--- src/common/mdc_data_pkg.sv ---
/*
  Data widths of the determinant calculator. Entries are signed 11-bit,
  results are sized so that no product or sum can overflow.
*/
package mdc_data_pkg;

    localparam int entry_w = 11;
    localparam int n_det2 = 9;
    localparam int n_det3 = 4;

    typedef logic signed [entry_w-1:0] entry_t;

    // Two products of entries plus one bit for the difference
    typedef logic signed [2*entry_w:0] det2_t;

    typedef logic signed [50:0] det3_t;

    // Row 0 sits in the most significant bits, row-major
    typedef struct packed {
        entry_t [0:3][0:3] e;
    } matrix_t;

    localparam int result_w = 207;

    typedef logic [result_w-1:0] result_t;

endpackage

--- src/common/mdc_ctrl_pkg.sv ---
/*
  Control side definitions. Only mode_det3 selects the 3x3 result,
  any other decoded mode word falls back to the 2x2 windows.
*/
package mdc_ctrl_pkg;

    localparam int mode_w = 5;
    localparam int mode_code_w = 9;
    localparam int data_code_w = 15;

    typedef logic [mode_w-1:0] mode_t;

    localparam mode_t mode_det3 = 5'b00110;

    typedef enum logic [1:0] {
        IDLE,
        READ,
        CALC,
        OUT
    } phase_t;

    typedef logic [3:0] step_t;

    localparam int det2_steps = 9;
    localparam int det3_steps = 12;

    typedef struct packed {
        logic  det2_en;
        logic  det3_en;
        step_t step;
        logic  load;
        logic  sel_det3;
    } ctrl_t;

endpackage

--- src/hamming_decoder.sv ---
/*
  Single-error-correcting Hamming decoder, purely combinational.
  Position 1 is the MSB; powers of two carry parity. Double errors
  are not detected and give a wrong payload.
*/
`timescale 1ns/10ps

module hamming_decoder #(
    parameter type payload_t = logic [10:0],
    localparam int data_w = $bits(payload_t),
    localparam int par_w = $clog2(data_w + $clog2(data_w) + 1),
    localparam int code_w = data_w + par_w
) (
    input  logic [code_w-1:0] code,
    output payload_t          data
);

    logic [par_w-1:0]  syndrome;
    logic [code_w-1:0] fixed;
    logic [data_w-1:0] bits;

    // XOR of the positions of all set bits
    always_comb begin
        syndrome = '0;
        for (int pos = 1; pos <= code_w; pos++) begin
            if (code[code_w-pos]) begin
                syndrome = syndrome ^ par_w'(pos);
            end
        end
    end

    always_comb begin
        fixed = code;
        if (syndrome != '0 && syndrome <= code_w) begin
            fixed[code_w-syndrome] = ~code[code_w-syndrome];
        end
    end

    // Data bits in MSB-first order, skipping parity positions
    always_comb begin
        int k;
        k = data_w - 1;
        bits = '0;
        for (int pos = 1; pos <= code_w; pos++) begin
            if ((pos & (pos - 1)) != 0) begin
                bits[k] = fixed[code_w-pos];
                k = k - 1;
            end
        end
    end

    assign data = payload_t'(bits);

endmodule

--- src/mdc_ctrl.sv ---
/*
  Phase FSM for one matrix at a time. The mode word is taken with the
  first entry only; a new matrix must not start before out_valid.
*/
`timescale 1ns/10ps

module mdc_ctrl import mdc_ctrl_pkg::*; (
    input  logic                   clk,
    input  logic                   rst_n,
    input  logic                   in_valid,
    input  logic [mode_code_w-1:0] in_mode,
    output ctrl_t                  ctrl
);

    phase_t                 phase;
    phase_t                 phase_nx;
    logic [mode_code_w-1:0] mode_code;
    mode_t                  mode;
    logic                   valid_q;
    logic                   sel_det3;
    step_t                  step;
    logic                   calc_last;

    hamming_decoder #(.payload_t(mode_t)) u_mode_dec (
        .code (mode_code),
        .data (mode)
    );

    always_ff @(posedge clk or negedge rst_n) begin
        if (!rst_n) begin
            valid_q   <= 1'b0;
            mode_code <= '0;
        end else begin
            valid_q <= in_valid;
            if (phase == IDLE && in_valid) begin
                mode_code <= in_mode;
            end
        end
    end

    assign calc_last = (step == (sel_det3 ? step_t'(det3_steps - 1) : step_t'(det2_steps - 1)));

    // ####################
    // Phase FSM
    // ####################
    always_comb begin
        phase_nx = phase;
        case (phase)
            IDLE: if (in_valid) phase_nx = READ;
            // Wait for the delayed valid so the last entry is stored
            READ: if (!valid_q) phase_nx = CALC;
            CALC: if (calc_last) phase_nx = OUT;
            OUT:  phase_nx = IDLE;
            default: phase_nx = IDLE;
        endcase
    end

    always_ff @(posedge clk or negedge rst_n) begin
        if (!rst_n) begin
            phase    <= IDLE;
            step     <= '0;
            sel_det3 <= 1'b0;
        end else begin
            phase <= phase_nx;
            if (phase == CALC && !calc_last) begin
                step <= step + step_t'(1);
            end else begin
                step <= '0;
            end
            if (phase == READ && !valid_q) begin
                sel_det3 <= (mode == mode_det3);
            end
        end
    end

    always_comb begin
        ctrl.det2_en  = (phase == CALC) && !sel_det3;
        ctrl.det3_en  = (phase == CALC) && sel_det3;
        ctrl.step     = step;
        ctrl.load     = (phase == OUT);
        ctrl.sel_det3 = sel_det3;
    end

endmodule

--- src/matrix_store.sv ---
/*
  Holds the sixteen decoded entries, written in row-major order.
  The pointer restarts whenever valid drops, so every burst must be
  exactly sixteen entries long.
*/
`timescale 1ns/10ps

module matrix_store import mdc_data_pkg::*, mdc_ctrl_pkg::*; (
    input  logic                   clk,
    input  logic                   rst_n,
    input  logic                   in_valid,
    input  logic [data_code_w-1:0] in_data,
    output matrix_t                matrix
);

    logic [data_code_w-1:0] code_q;
    logic                   valid_d;
    logic [3:0]             wr_ptr;
    entry_t                 entry;
    matrix_t                mat_q;

    hamming_decoder #(.payload_t(entry_t)) u_data_dec (
        .code (code_q),
        .data (entry)
    );

    always_ff @(posedge clk) begin
        if (in_valid) begin
            code_q <= in_data;
        end
    end

    always_ff @(posedge clk or negedge rst_n) begin
        if (!rst_n) begin
            valid_d <= 1'b0;
            wr_ptr  <= '0;
        end else begin
            valid_d <= in_valid;
            wr_ptr  <= valid_d ? wr_ptr + 4'd1 : 4'd0;
        end
    end

    // Upper pointer bits pick the row
    always_ff @(posedge clk) begin
        if (valid_d) begin
            mat_q.e[wr_ptr[3:2]][wr_ptr[1:0]] <= entry;
        end
    end

    assign matrix = mat_q;

endmodule

--- src/det/det2_unit.sv ---
/*
  One 2x2 window determinant per step, nine steps in all.
  Results stay valid until the next run in 2x2 mode.
*/
`timescale 1ns/10ps

module det2_unit import mdc_data_pkg::*, mdc_ctrl_pkg::*; (
    input  logic                   clk,
    input  logic                   rst_n,
    input  ctrl_t                  ctrl,
    input  matrix_t                matrix,
    output det2_t [0:n_det2-1]     det2_res
);

    logic [1:0] r;
    logic [1:0] c;
    entry_t     a;
    entry_t     b;
    entry_t     g;
    entry_t     d;
    det2_t      det;

    // Window corner at row s/3, column s%3
    always_comb begin
        r = 2'(ctrl.step / 3);
        c = 2'(ctrl.step % 3);
        a = matrix.e[r][c];
        b = matrix.e[r][c + 2'd1];
        g = matrix.e[r + 2'd1][c];
        d = matrix.e[r + 2'd1][c + 2'd1];
        det = a * d - b * g;
    end

    always_ff @(posedge clk or negedge rst_n) begin
        if (!rst_n) begin
            det2_res <= '0;
        end else if (ctrl.det2_en) begin
            det2_res[ctrl.step] <= det;
        end
    end

endmodule

--- src/det/det3_unit.sv ---
/*
  Cofactor expansion along the first column, three steps for each of
  the four 3x3 submatrices. Term 0 overwrites the accumulator.
*/
`timescale 1ns/10ps

module det3_unit import mdc_data_pkg::*, mdc_ctrl_pkg::*; (
    input  logic                   clk,
    input  logic                   rst_n,
    input  ctrl_t                  ctrl,
    input  matrix_t                matrix,
    output det3_t [0:n_det3-1]     det3_res
);

    logic [1:0] k;
    logic [1:0] t;
    logic [1:0] rb;
    logic [1:0] cb;
    logic [1:0] ra;
    logic [1:0] rc;
    entry_t     coef;
    det2_t      minor;
    det3_t      term;

    always_comb begin
        k  = 2'(ctrl.step / 3);
        t  = 2'(ctrl.step % 3);
        rb = {1'b0, k[1]};
        cb = {1'b0, k[0]};
        // The two rows left over once row t is taken out
        ra = rb + ((t == 2'd0) ? 2'd1 : 2'd0);
        rc = rb + ((t == 2'd2) ? 2'd1 : 2'd2);
        coef  = matrix.e[rb + t][cb];
        minor = matrix.e[ra][cb + 2'd1] * matrix.e[rc][cb + 2'd2]
              - matrix.e[ra][cb + 2'd2] * matrix.e[rc][cb + 2'd1];
        term  = coef * minor;
    end

    // ####################
    // Accumulators
    // ####################
    always_ff @(posedge clk or negedge rst_n) begin
        if (!rst_n) begin
            det3_res <= '0;
        end else if (ctrl.det3_en) begin
            if (t == 2'd0) begin
                det3_res[k] <= term;
            end else if (t[0]) begin
                det3_res[k] <= det3_res[k] - term;
            end else begin
                det3_res[k] <= det3_res[k] + term;
            end
        end
    end

endmodule

--- src/result_reg.sv ---
/*
  Output register. out_data holds its value between loads and
  out_valid is a single-cycle pulse after each load.
*/
`timescale 1ns/10ps

module result_reg import mdc_data_pkg::*, mdc_ctrl_pkg::*; (
    input  logic                 clk,
    input  logic                 rst_n,
    input  ctrl_t                ctrl,
    input  det2_t [0:n_det2-1]   det2_res,
    input  det3_t [0:n_det3-1]   det3_res,
    output logic                 out_valid,
    output result_t              out_data
);

    always_ff @(posedge clk or negedge rst_n) begin
        if (!rst_n) begin
            out_valid <= 1'b0;
            out_data  <= '0;
        end else begin
            out_valid <= ctrl.load;
            if (ctrl.load) begin
                // Slot 0 ends up most significant in both layouts
                out_data <= ctrl.sel_det3 ? {3'b000, det3_res} : det2_res;
            end
        end
    end

endmodule

--- src/mdc_top.sv ---
/*
  Matrix determinant calculator top. No back-pressure: in_valid must be
  high for sixteen cycles and a new matrix waits for out_valid.
*/
`timescale 1ns/10ps

module mdc_top import mdc_data_pkg::*, mdc_ctrl_pkg::*; (
    input  logic                   clk,
    input  logic                   rst_n,
    input  logic                   in_valid,
    input  logic [data_code_w-1:0] in_data,
    input  logic [mode_code_w-1:0] in_mode,
    output logic                   out_valid,
    output result_t                out_data
);

    ctrl_t              ctrl;
    matrix_t            matrix;
    det2_t [0:n_det2-1] det2_res;
    det3_t [0:n_det3-1] det3_res;

    mdc_ctrl u_ctrl (
        .clk      (clk),
        .rst_n    (rst_n),
        .in_valid (in_valid),
        .in_mode  (in_mode),
        .ctrl     (ctrl)
    );

    matrix_store u_store (
        .clk      (clk),
        .rst_n    (rst_n),
        .in_valid (in_valid),
        .in_data  (in_data),
        .matrix   (matrix)
    );

    det2_unit u_det2 (
        .clk      (clk),
        .rst_n    (rst_n),
        .ctrl     (ctrl),
        .matrix   (matrix),
        .det2_res (det2_res)
    );

    det3_unit u_det3 (
        .clk      (clk),
        .rst_n    (rst_n),
        .ctrl     (ctrl),
        .matrix   (matrix),
        .det3_res (det3_res)
    );

    result_reg u_result (
        .clk       (clk),
        .rst_n     (rst_n),
        .ctrl      (ctrl),
        .det2_res  (det2_res),
        .det3_res  (det3_res),
        .out_valid (out_valid),
        .out_data  (out_data)
    );

endmodule

--- config.mk ---
export PLATFORM = sky130hd
export DESIGN_NAME = mdc_top
export DESIGN_NICKNAME = d
export VERILOG_FILES = /design/src/common/mdc_data_pkg.sv /design/src/common/mdc_ctrl_pkg.sv /design/src/hamming_decoder.sv /design/src/mdc_ctrl.sv /design/src/matrix_store.sv /design/src/det/det2_unit.sv /design/src/det/det3_unit.sv /design/src/result_reg.sv /design/src/mdc_top.sv
export SDC_FILE = /design/constraint.sdc
export NUM_CORES = 2
export LEC_CHECK = 0
export BUFFER_PORTS_ARGS = -buffer_cell sky130_fd_sc_hd__clkbuf_2
export CAP_MARGIN = 20
export CORE_MARGIN = 2
export CORE_UTILIZATION = 55
export CTS_BUF_LIST = sky130_fd_sc_hd__clkbuf_4
export CTS_CLUSTER_DIAMETER = 80
export CTS_CLUSTER_SIZE = 8
export DETAILED_ROUTE_END_ITERATION = 7
export PLACE_DENSITY_LB_ADDON = 0.25
export SYNTH_ARGS = -nofsm -noshare
export SYNTH_HDL_FRONTEND = slang
export SYNTH_SLANG_ARGS = --single-unit
--- constraint.sdc ---
create_clock -name clk -period 23.5 [get_ports clk]
set_input_delay 7.05 -clock clk [delete_from_list [all_inputs] [get_ports clk]]
set_output_delay 7.05 -clock clk [all_outputs]
set_load 0.01 [all_outputs]
==> reports/results.tsv <==
metric	value	unit
post_dp_cell_area	78200	sq um
worst_pin_slew	1090	ps
clk_pin_slew	100	ps
rsz0062_at_grt	false	
design.core.area	136000	sq um
die_area	140000	sq um
cts_sinks	831	
tns	0	ps
start_util	55.6	%
syn_area_per_cell	9.44	sq um
seq_area_frac_synth	28.8	%
dr.pass1.iters	6	
crit_path_frequent_cell	fa_1	
drtAntennaViolNets	0	
synth.net_count	9157	
cp-end-kind	register	
synth_edf_count	191	
grt_antenna_before_repair	12	
drtIter0Drc	5875	
row_count	135	
wirelength	226000	um
hold_buffers	0	
critical-path-max-stage-delay	920	ps
syn_to_final_growth	5.46	%
cp_data_required_time	24490	ps
synth_common_cells	nand2_1, inv_1, fa_1	
clock_skew	111	ps
period_share	94.4	%
worstSkewPairLatency	1130	ps
drive_gt1_share	11.3	%
fmax	45.1	MHz
grt_pass1_vias	58500	
yosysMostFrequentCell	nand2_1	
start_kind	register	
ctsResizeCount	0	
hold_class	register to register	
finalHoldViolCount	0	
ys_ff_latch	831	
synth_area_leaders	dfrtp_1, fa_1, edfxtp_1, ha_1, nand2_1	
io_buffers	234	
drc	0	
postCtsSetupBuffers	0	
worstPathMaxFanout	62	
syn_area	75500	sq um
synth_cell_types	94	
drt-wirelength-per-cell	22.9	um
critical_path_class	register to register	
crit_arrival	23180	ps
postSynthCellCount	7993	
fin_area	79600	sq um
cap_violations	0	
cts_root_buf	clkbuf_4	
clk_path_buf_depth	3	
fp.dieW	374	um
vias	58900	
crit_path_top_delay_cell	a2111oi_0	
cts_max_level	3	
grt_pass1_wl	350000	um
viasPerCell	5.99	
setup_viol_count_final	0	
numCtsBuffers	117	
cts_tree	done	
netlist.top_cell.by_area	dfrtp_1	
pin_count	235	
synth_top_flop_cell	dfrtp_1	
slew_violations	0	
nNetsFinal	9174	
async_reset_ff_share	77.0	%
synth_warnings	0	
grt_max_degree	238	
die-height	374	um
min_period	22190	ps
gp_congestion	0.986	
synth_top_area_share	21.2	%
hpwl	171000	um
max_slew_margin	25.5	%
grt.overflow.total	0	
track_usage	32.4	%
outcome	completed	
-- cells in the final DEF (no fill, tap or decap), types with 37 or more instances in the layout --
master and count:
fa_1 727, xnor2_1 187, nor2b_1 66, or2_2 37
nor3_1 66, nor2_1 572, mux2i_1 233, mux4_2 157
inv_1 944, nand2b_1 54, xor2_1 55, a21oi_1 417
buf_4 119, a21o_1 53, nand2_1 1244, a31oi_1 196
dfrtp_1 639, and3_1 123, o21ai_0 328, clkbuf_4 142
nand3_1 57, and2_1 244, ha_1 405, edfxtp_1 191
clkbuf_2 233, mux2_2 139
-- state kept, by name, indices dropped and copies added (netlist names), 2 cells and up --
register / cells
u_det2.det2_res: 207
u_result.out_data: 207
u_det3.det3_res: 204
u_store.matrix: 176
u_store.code_q: 15
u_ctrl.mode_code: 9
u_ctrl.step: 4
u_store.wr_ptr: 4
u_ctrl.phase: 2
-- kinds of logic (layout without fill, tap and decap cells) --
kind of cell / after synthesis / count (layout) / share of synthesized area, %
XOR/XNOR: 250 / 250 / 2.95
AND/OR/NAND/NOR: 2545 / 2545 / 14.9
multiplexers: 535 / 535 / 9.97
flip-flops: 831 / 831 / 28.8
AO/OA/AOI/OAI: 1281 / 1281 / 10.1
other: 0 / 11 / 0
adder cells (fa/ha/maj): 1138 / 1138 / 26.1
buffers and inverters: 1413 / 1466 / 7.09
-- layer usage --
metal  track usage (%)  routed length, um
met1              45.9              92800
met2              50.0             103000
met3              6.27              21100
met4              11.5               8670
met5                 0                 26
-- critical path: cells and delay by family, from the launching register on --
kind / cells / cell delay (ps)
adders and majority gates: 19 / 8870
and+or+nand+nor: 12 / 2730
DFF: 1 / 490
muxes: 3 / 1220
AOI/OAI and AO/OA: 21 / 5390
xor gates and xnor gates: 4 / 1030
buffers and inverters: 12 / 2220
-- final timing paths --
path                       slack (ps)  cells after the start                      to                  from
max                              1310                     71    u_det3.det3_res[101]        u_ctrl.step[0]
min                               490                      2    u_det2.det2_res[143]  u_det2.det2_res[143]
max reg2reg                      1310                     71    u_det3.det3_res[101]        u_ctrl.step[0]
min reg2reg                       490                      2    u_det2.det2_res[143]  u_det2.det2_res[143]
max in group asynchronous       15210                      3     u_det2.det2_res[66]                 rst_n
min in group asynchronous        6030                      1  u_result.out_data[199]                 rst_n
-- through the flow --
stage	setup WS [ps]	instances	utilization, %	hold WS, ps
2_1_floorplan	3840	7993	-	449
3_3_place_gp	1840	9663	57.6	460
3_5_place_dp	1570	9664	57.6	469
4_1_cts	1440	9819	58.5	489
5_1_grt	64.3	9831	58.6	503
6_report	1310	9838	58.6	486
-- final cells by class --
type,instances,area [sq um]
multi-input cells,5749,48600
diodes,11,27.5
well taps,1781,2230
clock buffers,142,1070
fillers,11900,56200
inverters,951,3580
repair buffers,360,2220
clock inverters,13,158
flip-flops and latches,831,21800
Power is not shown: default switching activity piles up to over one toggle a cycle in this logic, so the estimate is an artifact.
